## src/verilog/sdcmd_err_pkg.sv

```systemverilog
package sdcmd_err_pkg;

    // Error codes of the command path, zero means no error is stored
    localparam logic [3:0] ERR_NONE    = 4'd0;
    localparam logic [3:0] ERR_TIMEOUT = 4'd1;
    localparam logic [3:0] ERR_CRC     = 4'd2;
    localparam logic [3:0] ERR_END_BIT = 4'd3;
    localparam logic [3:0] ERR_INDEX   = 4'd4;

    // Register set of the sticky error latch
    typedef struct packed {
        logic [3:0] code;
    } sdcmd_err_regs_t;

    localparam sdcmd_err_regs_t err_regs_reset = '{code: ERR_NONE};

endpackage

```

## src/verilog/sdcmd_cfg_pkg.sv

```systemverilog
package sdcmd_cfg_pkg;

    // Command and response frames have the same length on the CMD line
    localparam int FRAME_BITS = 48;

    // System clocks per SD clock period, kept even so both halves are equal
    localparam int CLK_DIV = 4;

    // Queue entries, which is also the number of credits the host starts with
    localparam int REQ_DEPTH = 2;

    // SD clocks allowed from the command end bit to the response start bit
    localparam int NCR_MAX = 64;

    // One queued command as the host hands it over
    typedef struct packed {
        // Command index, sent after the start and direction bits
        logic [5:0]  index;
        // Command argument, sent most significant bit first
        logic [31:0] arg;
    } sdcmd_req_t;

endpackage
```

## src/verilog/sdcmd_frame_if.sv

```systemverilog
`timescale 1ns/1ps

interface sdcmd_frame_if;

    // Transmit request, index and argument are valid in the tx_start cycle
    logic        tx_start;
    logic [5:0]  tx_index;
    logic [31:0] tx_arg;
    logic        tx_done;

    // Receive side, the payload is valid in the rx_done cycle
    logic        rx_arm;
    logic        rx_started;
    logic        rx_done;
    logic [5:0]  rx_index;
    logic [31:0] rx_arg;
    logic        rx_crc_ok;
    logic        rx_end_ok;

    modport fsm (
        output tx_start, tx_index, tx_arg, rx_arm,
        input  tx_done, rx_started, rx_done, rx_index, rx_arg, rx_crc_ok, rx_end_ok
    );

    modport shifter (
        input  tx_start, tx_index, tx_arg, rx_arm,
        output tx_done, rx_started, rx_done, rx_index, rx_arg, rx_crc_ok, rx_end_ok
    );

endinterface

```

## src/verilog/sdcmd_top.sv

```systemverilog
`timescale 1ns/1ps

module sdcmd_top (
    input  logic        i_clk,
    input  logic        i_nrst,
    // Host request port, governed by credits
    input  logic        i_req_valid,
    input  logic [5:0]  i_req_index,
    input  logic [31:0] i_req_arg,
    output logic        o_credit,
    // Response port, a single-cycle pulse
    output logic        o_resp_valid,
    output logic [5:0]  o_resp_index,
    output logic [31:0] o_resp_arg,
    // Sticky error register
    output logic [3:0]  o_err_code,
    output logic        o_err_pending,
    input  logic        i_err_clear,
    // SD card pins
    output logic        o_sd_clk,
    output logic        o_cmd,
    output logic        o_cmd_oe,
    input  logic        i_cmd
);

    sdcmd_cfg_pkg::sdcmd_req_t req_in;
    sdcmd_cfg_pkg::sdcmd_req_t req_head;
    logic       req_nonempty;
    logic       req_pop;
    logic       wd_start;
    logic       wd_expired;
    logic       tick_fall;
    logic       tick_rise;
    logic       err_valid;
    logic [3:0] err_code;

    sdcmd_frame_if frame_i ();

    assign req_in.index = i_req_index;
    assign req_in.arg   = i_req_arg;

    sdcmd_req_queue queue_i (
        .i_clk(i_clk), .i_nrst(i_nrst), .i_push(i_req_valid), .i_req(req_in),
        .i_pop(req_pop), .o_req(req_head), .o_nonempty(req_nonempty), .o_credit(o_credit)
    );

    sdcmd_timer timer_i (
        .i_clk(i_clk), .i_nrst(i_nrst), .i_wd_start(wd_start), .o_sd_clk(o_sd_clk),
        .o_tick_fall(tick_fall), .o_tick_rise(tick_rise), .o_wd_expired(wd_expired)
    );

    sdcmd_shifter shifter_i (
        .i_clk(i_clk), .i_nrst(i_nrst), .i_tick_fall(tick_fall), .i_tick_rise(tick_rise),
        .i_cmd(i_cmd), .o_cmd(o_cmd), .o_cmd_oe(o_cmd_oe), .frame(frame_i.shifter)
    );

    sdcmd_fsm fsm_i (
        .i_clk(i_clk), .i_nrst(i_nrst), .i_nonempty(req_nonempty), .i_req(req_head),
        .o_pop(req_pop), .o_wd_start(wd_start), .i_wd_expired(wd_expired),
        .frame(frame_i.fsm), .o_err_valid(err_valid), .o_err_code(err_code),
        .o_resp_valid(o_resp_valid), .o_resp_index(o_resp_index), .o_resp_arg(o_resp_arg)
    );

    sdcmd_err err_i (
        .i_clk(i_clk), .i_nrst(i_nrst), .i_err_valid(err_valid), .i_err_code(err_code),
        .i_err_clear(i_err_clear), .o_err_code(o_err_code), .o_err_pending(o_err_pending)
    );

endmodule

```

## src/verilog/sdcmd_err.sv

```systemverilog
`timescale 1ns/1ps

module sdcmd_err (
    input  logic       i_clk,
    input  logic       i_nrst,
    input  logic       i_err_valid,
    input  logic [3:0] i_err_code,
    input  logic       i_err_clear,
    output logic [3:0] o_err_code,
    output logic       o_err_pending
);

    sdcmd_err_pkg::sdcmd_err_regs_t r;
    sdcmd_err_pkg::sdcmd_err_regs_t rin;

    // Only the first error is kept, and clear beats a new error
    always_comb begin
        rin = r;
        if (i_err_clear) begin
            rin.code = sdcmd_err_pkg::ERR_NONE;
        end else if (i_err_valid && r.code == sdcmd_err_pkg::ERR_NONE
                     && i_err_code != sdcmd_err_pkg::ERR_NONE) begin
            rin.code = i_err_code;
        end
    end

    assign o_err_code    = r.code;
    assign o_err_pending = |r.code;

    always_ff @(posedge i_clk or negedge i_nrst) begin
        if (!i_nrst) begin
            r <= sdcmd_err_pkg::err_regs_reset;
        end else begin
            r <= rin;
        end
    end

endmodule

```

## src/verilog/sdcmd_fsm.sv

```systemverilog
`timescale 1ns/1ps

module sdcmd_fsm (
    input  logic                      i_clk,
    input  logic                      i_nrst,
    input  logic                      i_nonempty,
    input  sdcmd_cfg_pkg::sdcmd_req_t i_req,
    output logic                      o_pop,
    output logic                      o_wd_start,
    input  logic                      i_wd_expired,
    sdcmd_frame_if.fsm                frame,
    output logic                      o_err_valid,
    output logic [3:0]                o_err_code,
    output logic                      o_resp_valid,
    output logic [5:0]                o_resp_index,
    output logic [31:0]               o_resp_arg
);

    typedef enum logic [1:0] {IDLE, SEND, WAIT_RESP, RECV} state_t;

    state_t     state;
    state_t     state_next;
    logic [5:0] sent_index;
    logic [3:0] rx_err;
    logic       timeout;
    logic       rx_end;

    // Response checks in priority order, CRC first and index last
    always_comb begin
        if (!frame.rx_crc_ok) begin
            rx_err = sdcmd_err_pkg::ERR_CRC;
        end else if (!frame.rx_end_ok) begin
            rx_err = sdcmd_err_pkg::ERR_END_BIT;
        end else if (frame.rx_index != sent_index) begin
            rx_err = sdcmd_err_pkg::ERR_INDEX;
        end else begin
            rx_err = sdcmd_err_pkg::ERR_NONE;
        end
    end

    // Popping the head and starting the frame happen in the same cycle
    assign o_pop          = (state == IDLE) && i_nonempty;
    assign frame.tx_start = o_pop;
    assign frame.tx_index = i_req.index;
    assign frame.tx_arg   = i_req.arg;
    assign frame.rx_arm   = (state == WAIT_RESP);
    assign o_wd_start     = (state == SEND) && frame.tx_done;

    // A start bit in the expiry cycle still counts as a response
    assign timeout = (state == WAIT_RESP) && !frame.rx_started && i_wd_expired;
    assign rx_end  = (state == RECV) && frame.rx_done;

    assign o_err_valid  = timeout || (rx_end && (rx_err != sdcmd_err_pkg::ERR_NONE));
    assign o_err_code   = timeout ? sdcmd_err_pkg::ERR_TIMEOUT : rx_err;
    assign o_resp_valid = rx_end && (rx_err == sdcmd_err_pkg::ERR_NONE);
    assign o_resp_index = frame.rx_index;
    assign o_resp_arg   = frame.rx_arg;

    always_comb begin
        state_next = state;
        case (state)
            IDLE: begin
                if (i_nonempty) begin
                    state_next = SEND;
                end
            end
            SEND: begin
                if (frame.tx_done) begin
                    state_next = WAIT_RESP;
                end
            end
            WAIT_RESP: begin
                if (frame.rx_started) begin
                    state_next = RECV;
                end else if (i_wd_expired) begin
                    state_next = IDLE;
                end
            end
            RECV: begin
                // The watchdog is no longer looked at once the start bit is in
                if (frame.rx_done) begin
                    state_next = IDLE;
                end
            end
            default: state_next = IDLE;
        endcase
    end

    always_ff @(posedge i_clk or negedge i_nrst) begin
        if (!i_nrst) begin
            state <= IDLE;
        end else begin
            state <= state_next;
        end
    end

    // Sent index is kept to compare against the response index
    always_ff @(posedge i_clk) begin
        if (o_pop) begin
            sent_index <= i_req.index;
        end
    end

endmodule

```

## src/verilog/sdcmd_shifter.sv

```systemverilog
`timescale 1ns/1ps

module sdcmd_shifter (
    input  logic           i_clk,
    input  logic           i_nrst,
    input  logic           i_tick_fall,
    input  logic           i_tick_rise,
    input  logic           i_cmd,
    output logic           o_cmd,
    output logic           o_cmd_oe,
    sdcmd_frame_if.shifter frame
);

    localparam int FB    = sdcmd_cfg_pkg::FRAME_BITS;
    localparam int CNT_W = $clog2(FB + 1);
    // CRC covers the first FB-8 bits, then seven CRC bits and the end bit follow
    localparam logic [CNT_W-1:0] CRC_FIRST = CNT_W'(FB - 8);
    localparam logic [CNT_W-1:0] END_POS   = CNT_W'(FB - 1);
    localparam logic [CNT_W-1:0] TX_LAST   = CNT_W'(FB);

    logic [FB-1:0]    sreg;
    logic [FB-1:0]    rx_frame;
    logic [6:0]       crc;
    logic [CNT_W-1:0] cnt;
    logic             tx_active;
    logic             rx_active;
    logic             tx_step;
    logic             rx_begin;
    logic             rx_step;
    logic             tx_bit;

    // Serial CRC7 with polynomial x^7 + x^3 + 1
    function automatic logic [6:0] crc7_next(input logic [6:0] c, input logic b);
        logic fb;
        fb = b ^ c[6];
        return {c[5:0], 1'b0} ^ (fb ? 7'h09 : 7'h00);
    endfunction

    assign tx_step  = tx_active && i_tick_fall;
    // The card pulls CMD low for its start bit
    assign rx_begin = frame.rx_arm && !rx_active && !tx_active && i_tick_rise && !i_cmd;
    assign rx_step  = rx_active && i_tick_rise;
    assign rx_frame = {sreg[FB-2:0], i_cmd};
    // CRC bits replace the zero placeholders loaded into the shift register
    assign tx_bit   = (cnt >= CRC_FIRST && cnt < END_POS) ? crc[6] : sreg[FB-1];

    // Shift register, CRC and response fields
    always_ff @(posedge i_clk) begin
        if (frame.tx_start) begin
            sreg <= {1'b0, 1'b1, frame.tx_index, frame.tx_arg, 7'h00, 1'b1};
            crc  <= '0;
        end else if (tx_step && cnt != TX_LAST) begin
            sreg <= {sreg[FB-2:0], 1'b0};
            crc  <= (cnt < CRC_FIRST) ? crc7_next(crc, sreg[FB-1]) : {crc[5:0], 1'b0};
        end else if (rx_begin) begin
            // Start bit is zero, so it leaves the CRC at zero
            sreg <= '0;
            crc  <= '0;
        end else if (rx_step) begin
            sreg <= rx_frame;
            if (cnt < CRC_FIRST) begin
                crc <= crc7_next(crc, i_cmd);
            end
        end
        if (rx_step && cnt == END_POS) begin
            frame.rx_index  <= rx_frame[FB-3 -: 6];
            frame.rx_arg    <= rx_frame[FB-9 -: 32];
            frame.rx_crc_ok <= (rx_frame[7:1] == crc);
            frame.rx_end_ok <= rx_frame[0];
        end
    end

    // Bit counter, line drivers and handshake pulses
    always_ff @(posedge i_clk or negedge i_nrst) begin
        if (!i_nrst) begin
            tx_active        <= 1'b0;
            rx_active        <= 1'b0;
            cnt              <= '0;
            o_cmd            <= 1'b1;
            o_cmd_oe         <= 1'b0;
            frame.tx_done    <= 1'b0;
            frame.rx_started <= 1'b0;
            frame.rx_done    <= 1'b0;
        end else begin
            frame.tx_done    <= 1'b0;
            frame.rx_started <= 1'b0;
            frame.rx_done    <= 1'b0;
            if (frame.tx_start) begin
                tx_active <= 1'b1;
                cnt       <= '0;
            end else if (tx_step) begin
                if (cnt == TX_LAST) begin
                    // End bit has been on the line for a full SD clock
                    tx_active     <= 1'b0;
                    o_cmd         <= 1'b1;
                    o_cmd_oe      <= 1'b0;
                    frame.tx_done <= 1'b1;
                end else begin
                    o_cmd    <= tx_bit;
                    o_cmd_oe <= 1'b1;
                    cnt      <= cnt + 1'b1;
                end
            end else if (rx_begin) begin
                rx_active        <= 1'b1;
                cnt              <= CNT_W'(1);
                frame.rx_started <= 1'b1;
            end else if (rx_step) begin
                cnt <= cnt + 1'b1;
                if (cnt == END_POS) begin
                    rx_active     <= 1'b0;
                    frame.rx_done <= 1'b1;
                end
            end
        end
    end

endmodule

```

## src/verilog/sdcmd_timer.sv

```systemverilog
`timescale 1ns/1ps

module sdcmd_timer (
    input  logic i_clk,
    input  logic i_nrst,
    input  logic i_wd_start,
    output logic o_sd_clk,
    output logic o_tick_fall,
    output logic o_tick_rise,
    output logic o_wd_expired
);

    localparam int HALF  = sdcmd_cfg_pkg::CLK_DIV / 2;
    localparam int DIV_W = $clog2(sdcmd_cfg_pkg::CLK_DIV);
    localparam int WD_W  = $clog2(sdcmd_cfg_pkg::NCR_MAX + 1);

    logic [DIV_W-1:0] div_cnt;
    logic [WD_W-1:0]  wd_cnt;
    logic             wd_run;

    // Strobes mark the system clock edge at which o_sd_clk changes
    assign o_tick_rise = (div_cnt == DIV_W'(HALF - 1));
    assign o_tick_fall = (div_cnt == DIV_W'(sdcmd_cfg_pkg::CLK_DIV - 1));

    always_ff @(posedge i_clk or negedge i_nrst) begin
        if (!i_nrst) begin
            div_cnt  <= '0;
            o_sd_clk <= 1'b0;
        end else begin
            div_cnt <= o_tick_fall ? '0 : div_cnt + 1'b1;
            if (o_tick_rise) begin
                o_sd_clk <= 1'b1;
            end else if (o_tick_fall) begin
                o_sd_clk <= 1'b0;
            end
        end
    end

    // Watchdog counts SD clocks and parks once the limit is hit
    always_ff @(posedge i_clk or negedge i_nrst) begin
        if (!i_nrst) begin
            wd_cnt       <= '0;
            wd_run       <= 1'b0;
            o_wd_expired <= 1'b0;
        end else if (i_wd_start) begin
            wd_cnt       <= '0;
            wd_run       <= 1'b1;
            o_wd_expired <= 1'b0;
        end else if (wd_run && o_tick_rise) begin
            wd_cnt <= wd_cnt + 1'b1;
            if (wd_cnt == WD_W'(sdcmd_cfg_pkg::NCR_MAX - 1)) begin
                wd_run       <= 1'b0;
                o_wd_expired <= 1'b1;
            end
        end
    end

endmodule

```

## src/verilog/sdcmd_req_queue.sv

```systemverilog
`timescale 1ns/1ps

module sdcmd_req_queue (
    input  logic                      i_clk,
    input  logic                      i_nrst,
    input  logic                      i_push,
    input  sdcmd_cfg_pkg::sdcmd_req_t i_req,
    input  logic                      i_pop,
    output sdcmd_cfg_pkg::sdcmd_req_t o_req,
    output logic                      o_nonempty,
    output logic                      o_credit
);

    localparam int DEPTH = sdcmd_cfg_pkg::REQ_DEPTH;
    localparam int PTR_W = (DEPTH > 1) ? $clog2(DEPTH) : 1;
    localparam int CNT_W = $clog2(DEPTH + 1);
    localparam logic [PTR_W-1:0] LAST = PTR_W'(DEPTH - 1);

    sdcmd_cfg_pkg::sdcmd_req_t mem [DEPTH];
    logic [PTR_W-1:0] wr_ptr;
    logic [PTR_W-1:0] rd_ptr;
    logic [CNT_W-1:0] count;
    logic             do_pop;

    // A pop on an empty queue is ignored and returns no credit
    assign do_pop     = i_pop && o_nonempty;
    assign o_nonempty = (count != '0);
    // The head entry is always presented, the fsm reads it in the pop cycle
    assign o_req      = mem[rd_ptr];

    always_ff @(posedge i_clk) begin
        if (i_push) begin
            mem[wr_ptr] <= i_req;
        end
    end

    always_ff @(posedge i_clk or negedge i_nrst) begin
        if (!i_nrst) begin
            wr_ptr   <= '0;
            rd_ptr   <= '0;
            count    <= '0;
            o_credit <= 1'b0;
        end else begin
            if (i_push) begin
                wr_ptr <= (wr_ptr == LAST) ? '0 : wr_ptr + 1'b1;
            end
            if (do_pop) begin
                rd_ptr <= (rd_ptr == LAST) ? '0 : rd_ptr + 1'b1;
            end
            // Push and pop together leave the fill level unchanged
            if (i_push && !do_pop) begin
                count <= count + 1'b1;
            end else if (!i_push && do_pop) begin
                count <= count - 1'b1;
            end
            // Each freed entry goes back to the host as one credit
            o_credit <= do_pop;
        end
    end

endmodule

```

## config.mk

```make
export PLATFORM = sky130hd
export DESIGN_NAME = sdcmd_top
export DESIGN_NICKNAME = d
export VERILOG_FILES = /design/src/verilog/sdcmd_err_pkg.sv /design/src/verilog/sdcmd_cfg_pkg.sv /design/src/verilog/sdcmd_frame_if.sv /design/src/verilog/sdcmd_top.sv /design/src/verilog/sdcmd_err.sv /design/src/verilog/sdcmd_fsm.sv /design/src/verilog/sdcmd_shifter.sv /design/src/verilog/sdcmd_timer.sv /design/src/verilog/sdcmd_req_queue.sv
export SDC_FILE = /design/constraint.sdc
export NUM_CORES = 1
export LEC_CHECK = 0
export ABC_AREA = 1
export BUFFER_PORTS_ARGS = -buffer_cell sky130_fd_sc_hd__clkbuf_2
export CAP_MARGIN = 10
export CELL_PAD_IN_SITES_DETAIL_PLACEMENT = 1
export CELL_PAD_IN_SITES_GLOBAL_PLACEMENT = 1
export CORE_AREA = 3 3 158 160
export CTS_CLUSTER_SIZE = 40
export DETAILED_ROUTE_END_ITERATION = 6
export DIE_AREA = 0 0 161 163
export GPL_ROUTABILITY_DRIVEN = 0
export PLACE_DENSITY_LB_ADDON = 0.1
export SYNTH_ARGS = -nofsm -noshare
export SYNTH_HDL_FRONTEND = slang
export SYNTH_HIERARCHICAL = 1
export SYNTH_SLANG_ARGS = --single-unit
export TNS_END_PERCENT = 20
```

## constraint.sdc

```tcl
create_clock -name i_clk -period 4.4 [get_ports i_clk]
set_clock_uncertainty 0.15 [all_clocks]
set_input_delay 0 -clock i_clk [delete_from_list [all_inputs] [get_ports i_clk]]
set_output_delay 0 -clock i_clk [all_outputs]
set_load 0.03 [all_outputs]
```

==> results of run 1 <==
-- routing by layer --
layer  vias to the layer above  global-route usage  share of wire
li1                       2945                   -              -
met1                      2849               0.217           0.46
met2                        83               0.273           0.48
met3                        26              0.0249          0.036
met4                         0              0.0356          0.017
met5                         -                   0              0
-- area by class of cell --
class                           count  area [µm²]  share of cell area
Timing Repair Buffer              137         908              0.0844
Tap cell                          319         399              0.0371
Sequential cell                   213        6050               0.562
Clock buffer                       34         669              0.0622
Multi-Input combinational cell    495        2370               0.220
Inverter                           67         253              0.0235
Clock inverter                     11         114              0.0106
-- cell families (layout without fill, tap and decap cells) --
family / Yosys count / in the layout / synth area share
compound gates: 84 / 84 / 0.0507
xor+xnor: 11 / 11 / 0.0102
fa+ha+maj: 6 / 6 / 0.00798
buf+inv: 174 / 249 / 0.107
flops: 213 / 213 / 0.643
other cells: 1 / 1 / 0.000399
simple gates: 393 / 393 / 0.181
-- timing repair --
action / 4_1_cts / 5_1_grt
endpoints found under the setup margin: 0 / 0
resized for setup: 0 / 0
endpoints found under the hold margin: 121 / 0
hold buffers: 42 / 0
-- through the flow --
step	power, µW	hold WS, ns
after floorplan	4400	-0.446
after global placement	4620	0.0396
after detailed placement	4710	0.0430
after CTS	6760	0.0298
after global routing	7090	0.0525
final	6650	0.0353
-- worst max-delay path, stage by stage (launching register included) --
cell and delay, ns:
dfrtp_1 0.38, inv_1 0.06, ha_1 0.28, nand2_1 0.15, nor2_4 0.12, buf_4 0.37
nor2_2 0.11, nand2_4 0.15, clkinv_2 0.14, nand2_4 0.44
-- layout by cell type, fill, tap and decap left out, types with 2 or more instances in the layout --
| master | count |
|---|---|
| a21oi_2 | 2 |
| edfxtp_1 | 160 |
| nand2_2 | 6 |
| dlygate4sd3_1 | 42 |
| xnor2_1 | 6 |
| nor3_1 | 4 |
| inv_2 | 4 |
| nor3_2 | 2 |
| o21ai_1 | 8 |
| nor2_2 | 3 |
| inv_1 | 61 |
| o21ai_2 | 10 |
| dfrtp_1 | 35 |
| ha_1 | 6 |
| clkbuf_1 | 8 |
| xor2_1 | 5 |
| bufinv_16 | 2 |
| clkinvlp_4 | 5 |
| nor2_1 | 42 |
| clkinv_2 | 2 |
| a21oi_1 | 11 |
| clkinv_1 | 4 |
| o21ai_0 | 48 |
| nand2_1 | 277 |
| nand2_4 | 5 |
| nand3_1 | 26 |
| buf_4 | 5 |
| clkbuf_2 | 90 |
| dfxtp_1 | 17 |
| nand4_1 | 18 |
| nor2_4 | 7 |
| clkbuf_16 | 25 |
-- state kept, by name (all words and copies together), names as in the netlist, 2 cells and up --
register,count
shifter_i/frame.rx_index,6
err_i/o_err_code,4
timer_i/wd_cnt,7
shifter_i/cnt,6
queue_i/mem,76
shifter_i/crc,7
fsm_i/sent_index,6
shifter_i/sreg,48
fsm_i/state,2
shifter_i/frame.rx_arg,32
timer_i/div_cnt,2
queue_i/count,2
-- report_power, final --
part | total [µW] | switching, µW | internal, µW | leakage [µW]
clock network | 1970 | 791 | 1180 | 0.000362
registers | 3130 | 301 | 2830 | 0.00214
logic | 1540 | 1040 | 501 | 0.00204
-- worst min path at each step --
stage	from	endpoint	slack (ns)
final	i_nrst	err_i/o_err_code[1]	0.04
after global routing	i_req_index[3]	queue_i/mem[0][35]	0.05
after CTS	i_req_arg[30]	queue_i/mem[0][30]	0.03
after detailed placement	i_req_arg[13]	queue_i/mem[1][13]	0.04
after global placement	i_req_arg[19]	queue_i/mem[0][19]	0.04
after floorplan	i_nrst	err_i/o_err_code[0]	-0.45
==> results.md, run 1 <==
* Outcome: finished clean
* Clk buf depth at 3
* Post-place setup slack at between 1.5 and 2 ns
* Library cells used by synthesis at 38
* Synth top cells by count: nand2_1 (277), edfxtp_1 (160), buf_4 (83)
* Mean Syn Cell Area at ~11 µm²
* Postcts setup bufs at 0
* Initial antenna violation count at 0
* CP required at 4.39 ns
* Vias in the first global route at ~6,200
* CTS H-Tree Depth at 1
* Wire length per cell at about 16 µm
* WS Path Type: flip-flop to flip-flop
* # fillers at roughly 2,600
* Largest area contributor in the netlist: edfxtp_1
* Count leader, synth: nand2_1
* Max cap viols at 0
* Final Critical Period at about 2.8 ns
* DIE AREA at 26,200 µm²
* CP max FO at 41
* Core ar. at roughly 24,000 µm²
* First-pass GRT wire length at about 34,000 µm
* Grt ovf at 0
* Power per cell area at 618 nW/µm²
* Reg2reg start: timer_i/div_cnt[1]
* Root Driver: clkbuf_16
* Mapped Nets at about 930
* CTS clk-pin slew, worst paths at ~0.060 ns
* GRT Util Overall at 0.160
* Pin count of the biggest net entering global routing at 63
* Hold Fails Final Rpt at 0
* Layout area overhead at 14.4%
* Synth top area share at 0.511
* Worst Setup Start Kind: flip-flop
* Critical path endpoint: shifter_i/sreg[45]
* Worst reg2reg path depth at 9
* Unrepaired setup endpoints after global routing: false
* Peak supply drop at between 300 and 400 µV
* Tcrit/Tclk final at 0.630
* DP Wirelength at around 14,000 µm
* Sum of negative setup slack at 0 ns
* Clock tree sinks at approximately 210
* Post-route ant nets at 0
* Starting Density at 0.400
* Clock Latency Late Sink at 0.51 ns
* Share of layout cells above drive strength 1 at 0.181
* Static Leak at ~0.0045 µW
* Final core occ at 0.457
* Top cells by area, synth: edfxtp_1 (51%), nand2_1 (11%), dfrtp_1 (9.3%)
* Worst R2R End: shifter_i/sreg[45]
* Detailed Routing Iterations Pass 1 at 4
* Min-Delay Path Class: input port to async pin
* Register bit total from synthesis at ~210
* DRC at 0
* Design area at 10,800 µm²
* Slew Limit Fails at 0
* CTS tree: built
* Die Y at about 160 µm
* Num rows at 56
* Nets at approximately 990
* Crit path launch: timer_i/div_cnt[1]
* # IOs at just over 90
* Maximum clock frequency at 361 MHz
* DR vias at approximately 6,000
* Port bufs at 90
* Setup violators final at 0
* Tightest Pin Transition at 1.14 ns
* Placed cell count at around 1,200
* Die W at 161 µm
* DP Area at ~9600 µm²
* Post-synth EDFFs at 160
* Total Wirelength at approximately 21,000 µm
* Relative slew slack at 0.235
* Drt initial violations at around 420
* Dominant synthesized flop cell: edfxtp_1
* Yosys warning count at 6
* Diodes inserted at 0
* Setup ws final at 1.63 ns
* Post-synth ARST share at 0.169
* Seq/Total Area, Yosys at 0.643
* Post-synthesis cell area at about 9400 µm²
* CP Data Arrival Time at between 2 and 3 ns
* Drt via density at approximately 4.6
* CP endpoint kind: flip-flop
* CTS Buf Count at 25
* Worst R2R Setup Slack at between 1.5 and 2 ns
* Final non-filler cell total at between 1,000 and 1,500
* Syn Inst Count at 882
(Power assumes the default switching activity.)
==> inputs of run 2 (changes only) <==
clock period = 2.7 ns   (was 4.4 ns; I/O delays follow)
==> run 2 against run 1 <==
  * Combinational power rose by 66%
  * First-iteration DRC count fell by 31%
  * Setup slack got worse by 1.2 ns
  * Clock power rose by 67%
  * Cell count rose by 0.39%
  * Wire length rose by 0.73%
  * Sequential share of layout area fell by 0.46 points
  * Highest routed layer unchanged
==> results.md, run 2 (synthesized netlist as in run 1, its figures left out) <==
* Outcome: finished clean
* Design area at approximately 11,000 µm²
* DRC at 0
* Sum of negative setup slack at 0 ns
* Hold Fails Final Rpt at 0
* Clk buf depth at 3
* Tcrit/Tclk final at 0.853
* CP required at between 2 and 3 ns
* DIE AREA at 26,200 µm²
* CTS tree: built
* Grt ovf at 0
* Most frequent CP cell: nand2_4
* DP Area at a little under 10,000 µm²
* Clock tree sinks at approximately 210
* Total Wirelength at roughly 21,000 µm
* # fillers at between 2,000 and 3,000
* Share of layout cells above drive strength 1 at 0.186
* Max cap viols at 0
* Combinational share of power at 0.233
* Setup ws final at approximately 0.4 ns
* DP Wirelength at between 10,000 and 15,000 µm
* Initial antenna violation count at 0
* Relative slew slack at 0.335
* Worst R2R Setup Slack at 0.40 ns
* GRT Util Overall at 0.163
* Slowest cell delay on critical path at approximately 0.46 ns
* Most frequent cells in the layout: nand2_1 (277), edfxtp_1 (160), clkbuf_2 (90)
* P_int at approximately 7400 µW
* Most common cell after layout, fill and taps aside: nand2_1
* Diodes inserted at 0
* Core ar. at roughly 24,000 µm²
* Tightest Pin Transition at around 1.0 ns
* Sw Pwr at 3490 µW
* # IOs at 91
* Top reg by flops: queue_i/mem
* Nets at between 900 and 1,000
* Sequential power share at 0.466
* CP endpoint kind: flip-flop
* Power per cell area at ~1000 nW/µm²
* CTS clk-pin slew, worst paths at around 0.060 ns
* WS Path Type: flip-flop to flip-flop
* Maximum clock frequency at roughly 430 MHz
* Layout area overhead at 15.3%
* CP Data Arrival Time at approximately 2.3 ns
* Clock power frac at 0.301
* Clock Latency Late Sink at 0.53 ns
* Port bufs at 90
* First-pass GRT wire length at 34,300 µm
* Post-place setup slack at ~0.39 ns
* Die W at ~160 µm
* Die Y at ~160 µm
* Peak supply drop at roughly 540 µV
* CP cell instances: inv_1 > ha_1 > nand2_1 > nor2_4 > nor2_2 > nand2_4 > clkinv_2 > nand2_4
* Slew Limit Fails at 0
* Drt via density at around 4.8
* Design Power at between 10,000 and 15,000 µW
* Post-route ant nets at 0
* Buffers plus inverters on the worst setup path at 2
* Starting Density at 0.400
* Final core occ at 0.461
* Wire length per cell at approximately 16 µm
* Slowest-stage cell, CP: nand2_4
* Sw Ratio at 0.319
* Root Driver: clkbuf_16
* Static Leak at between 0.004 and 0.005 µW
* Final Critical Period at approximately 2.3 ns
* Detailed Routing Iterations Pass 1 at 5
* Drt initial violations at 289
* CTS H-Tree Depth at 1
* Vias in the first global route at ~6,600
* CP max FO at 41
* CTS Buf Count at 25
* CP delay by family, top: simple AND/OR/NAND/NOR gates
* Top Registers: queue_i/mem (76), shifter_i/sreg (48), shifter_i/frame.rx_arg (32)
* DR vias at slightly above 6,000
* Max reg flops at 76
* Min-Delay Path Class: input port to async pin
* Pin count of the biggest net entering global routing at 42
* Post-cts resize count at 0
* Unrepaired setup endpoints after global routing: false
* Setup violators final at 0
* Worst Setup Start Kind: flip-flop
* Num rows at between 50 and 60
## run 2: cell count changes in the layout (fill, tap and decap cells not counted), moves of 2 or more
cell        delta
clkbuf_8       +2
clkinvlp_4     -4
clkbuf_16      +2
buf_4          +4
clkbuf_1       -2
## run 2: what timing repair did
item                                    in CTS  in global routing
endpoints found under the hold margin      121                  0
hold buffers                                42                  0
setup buffers                                0                  0
endpoints found under the setup margin       0                  0
## run 2: through the flow
| stage | instances | hold WS, ns |
|---|---|---|
| final | 1281 | 0.0384 |
| after global routing | 1281 | 0.0354 |
| after CTS | 1281 | 0.0167 |
| after detailed placement | 1194 | 0.0427 |
| after global placement | 1194 | 0.0383 |
| after floorplan | 882 | -0.446 |
## run 2: final timing paths
kind / from / to / cells after the start
max reg2reg: timer_i/div_cnt[1] / shifter_i/sreg[31] / 8
max: timer_i/div_cnt[1] / shifter_i/sreg[31] / 8
min: i_nrst / timer_i/wd_cnt[3] / 2
min in group i_clk: i_req_arg[13] / queue_i/mem[0][13] / 2
min reg2reg: shifter_i/sreg[7] / shifter_i/frame.rx_arg[0] / 0
max in group asynchronous: i_nrst / shifter_i/o_cmd_oe / 2
## run 2: power groups by stage
| stage | registers (µW) | clock network (µW) | logic, µW |
|---|---|---|---|
| 2_1_floorplan | 4970 | 0 | 2210 |
| 3_3_place_gp | 5140 | 0 | 2480 |
| 3_5_place_dp | 5180 | 0 | 2550 |
| 4_1_cts | 5110 | 3400 | 2630 |
| 5_1_grt | 5180 | 3530 | 2980 |
| 6_report | 5090 | 3290 | 2550 |
## run 2: metal layers
metal  vias to the layer above  global-route usage  routed length (µm)  share of wire
li1                       2956                   -                   -              -
met1                      3001               0.209                9300           0.44
met2                       103               0.291               10500           0.50
met3                        35              0.0252                 721          0.034
met4                         0              0.0411                 479          0.023
met5                         -                   0                   0              0
## run 2: worst register-to-register path, delay by kind of cell (launching register included)
kind                     cells  cell delay, ns
adder cells (fa/ha/maj)      1            0.27
buffers and inverters        2            0.20
AND/OR/NAND/NOR              5            0.91
flip-flops                   1            0.38
## run 2: cell type report
type / instances / area (µm²) / area share
clock inverter: 9 / 82.6 / 0.00761
clock buffer: 36 / 739 / 0.0682
multi-input combinational: 495 / 2370 / 0.219
inverter: 67 / 253 / 0.0233
tap: 319 / 399 / 0.0368
timing repair buffer: 142 / 958 / 0.0883
sequential: 213 / 6050 / 0.557
==> inputs of run 3 (changes only) <==
CORE_AREA = 2 2 157 159   (was 3 3 158 160)
DIE_AREA = 0 0 159 161   (was 0 0 161 163)
==> run 3 against run 2 <==
  * Clock power is 17% higher
  * Sequential share of layout area is 0.71 points lower
  * Core utilization is 0.22 points lower
  * Sequential power hardly changed
  * Fmax is 2.0% lower
  * Hold slack hardly changed
  * Sequential cell count stayed put
  * Power is 4.9% higher
  * Design area is 1.3% higher
  * Clock-buffer cell count stayed put
  * Setup slack worse by 0.046 ns
  * Via count is 1.2% lower
  * Highest routed layer unchanged
==> results.md, run 3 (synthesized netlist as in run 1, its figures left out) <==
* Outcome: finished clean
* Port bufs at 90
* Diodes inserted at 0
* WS Path Type: flip-flop to flip-flop
* Initial antenna violation count at 0
* Hold Fails Final Rpt at 0
* Tcrit/Tclk final at 0.871
* Post-cts resize count at 0
* Top reg by flops: queue_i/mem
* Starting Density at 0.393
* Most frequent CP cell: nand2_4
* Share of layout cells above drive strength 1 at 0.188
* Most frequent cells in the layout: nand2_1 (277), edfxtp_1 (160), clkbuf_2 (90)
* Clk buf depth at 3
* CP Data Arrival Time at approximately 2.3 ns
* Grt ovf at 0
* Core ar. at 24,000 µm²
* Slowest-stage cell, CP: nand2_4
* CP max FO at between 40 and 50
* CTS Buf Count at 26
* Sum of negative setup slack at 0 ns
* Die W at between 150 and 200 µm
* Final core occ at 0.459
* Setup ws final at around 0.35 ns
* Drt via density at about 4.7
* CP endpoint kind: flip-flop
* Final Critical Period at ~2.4 ns
* Pin count of the biggest net entering global routing at 47
* Buffers plus inverters on the worst setup path at 2
* Maximum clock frequency at 425 MHz
* Slew Limit Fails at 0
* Post-route ant nets at 0
* Post-CTS Hold Buffers at 42
* Vias in the first global route at around 6,400
* Most common cell after layout, fill and taps aside: nand2_1
* First-pass GRT wire length at between 30,000 and 40,000 µm
* Peak supply drop at between 700 and 800 µV
* DIE AREA at roughly 26,000 µm²
* Max reg flops at 76
* Top Registers: queue_i/mem (76), shifter_i/sreg (48), shifter_i/frame.rx_arg (32)
* Postcts setup bufs at 0
* CP cell instances: inv_1 > ha_1 > nand2_1 > nor2_4 > nor2_2 > nand2_4 > clkinv_2 > nand2_4
* Unrepaired setup endpoints after global routing: false
* CTS tree: built
* Power per cell area at 1040 nW/µm²
* Max cap viols at 0
* Post-place setup slack at roughly 0.37 ns
* CTS H-Tree Depth at 1
* DP Area at roughly 9600 µm²
* # IOs at 91
* Layout area overhead at 16.8%
* DP Wirelength at 13,500 µm
* CTS clk-pin slew, worst paths at around 0.06 ns
* Total Wirelength at between 20,000 and 25,000 µm
* GRT Util Overall at 0.160
* Static Leak at 0.00466 µW
* Tightest Pin Transition at ~1.0 ns
* Worst Setup Start Kind: flip-flop
* CP required at about 2.7 ns
* DRC at 0
* Design Power at between 10,000 and 15,000 µW
* CP delay by family, top: simple AND/OR/NAND/NOR gates
* Slowest cell delay on critical path at roughly 0.46 ns
* Min-Delay Path Class: input port to async pin
* Relative slew slack at 0.331
* DR vias at around 6,000
* Num rows at 57
* Drt initial violations at between 300 and 400
* Nets at between 900 and 1,000
* Wire length per cell at approximately 16 µm
* Clock tree sinks at between 200 and 250
* Clock Latency Late Sink at slightly above 0.5 ns
* Die Y at 161 µm
* Setup violators final at 0
* Detailed Routing Iterations Pass 1 at 4
* Root Driver: clkbuf_16
* Design area at about 11,000 µm²
[run 3: cell count changes in the layout (fill, tap and decap cells not counted), sizes merged]
cell,previous run,this run
inv,66,65
buf,10,9
bufinv,1,7
clkinv,8,6
[run 3: path summary, 6_finish.rpt]
| kind | start | end | slack (ns) | cells past startpoint |
|---|---|---|---|---|
| max | timer_i/div_cnt[1] | shifter_i/sreg[17] | 0.35 | 8 |
| min | i_nrst | queue_i/wr_ptr | 0.04 | 2 |
| max reg2reg | timer_i/div_cnt[1] | shifter_i/sreg[17] | 0.35 | 8 |
| min reg2reg | shifter_i/sreg[7] | shifter_i/frame.rx_arg[0] | 0.28 | 0 |
| max in group asynchronous | i_nrst | shifter_i/cnt[3] | 1.74 | 2 |
| min in group i_clk | i_req_arg[13] | queue_i/mem[1][13] | 0.06 | 2 |
[run 3: power by group]
group | leakage, µW | internal (µW) | total, µW | switching, µW
Sequential | 0.00214 | 4600 | 5060 | 454
Combinational | 0.00206 | 835 | 2560 | 1730
Clock | 0.000463 | 2550 | 3850 | 1300
[run 3: area by class of cell]
class	instances	area [µm²]
clock buffers	36	729
clock inverters	12	234
fillers	2645	13000
inverters	67	253
multi-input cells	495	2370
flip-flops and latches	213	6050
well taps	324	405
repair buffers	141	951
[run 3: layer usage]
layer,track usage,wire length (µm),vias to the layer above,share of wire
met2,0.291,10400,106,0.50
met3,0.0270,861,22,0.042
met5,0,0,-,0
met1,0.202,9110,2943,0.44
met4,0.0351,314,0,0.015
li1,-,-,2952,-
[run 3: worst register-to-register path: stages, from the launching register on]
cell,delay (ns)
dfrtp_1,0.38
inv_1,0.06
ha_1,0.28
nand2_1,0.14
nor2_4,0.14
nor2_2,0.06
nand2_4,0.13
clkinv_2,0.15
nand2_4,0.46
[run 3: per-stage QoR]
| stage | cells | hold slack, ns |
|---|---|---|
| after floorplan | 882 | -0.446 |
| after global placement | 1198 | 0.0386 |
| after detailed placement | 1198 | 0.0430 |
| after CTS | 1288 | 0.0401 |
| after global routing | 1288 | 0.0548 |
| final | 1288 | 0.0380 |
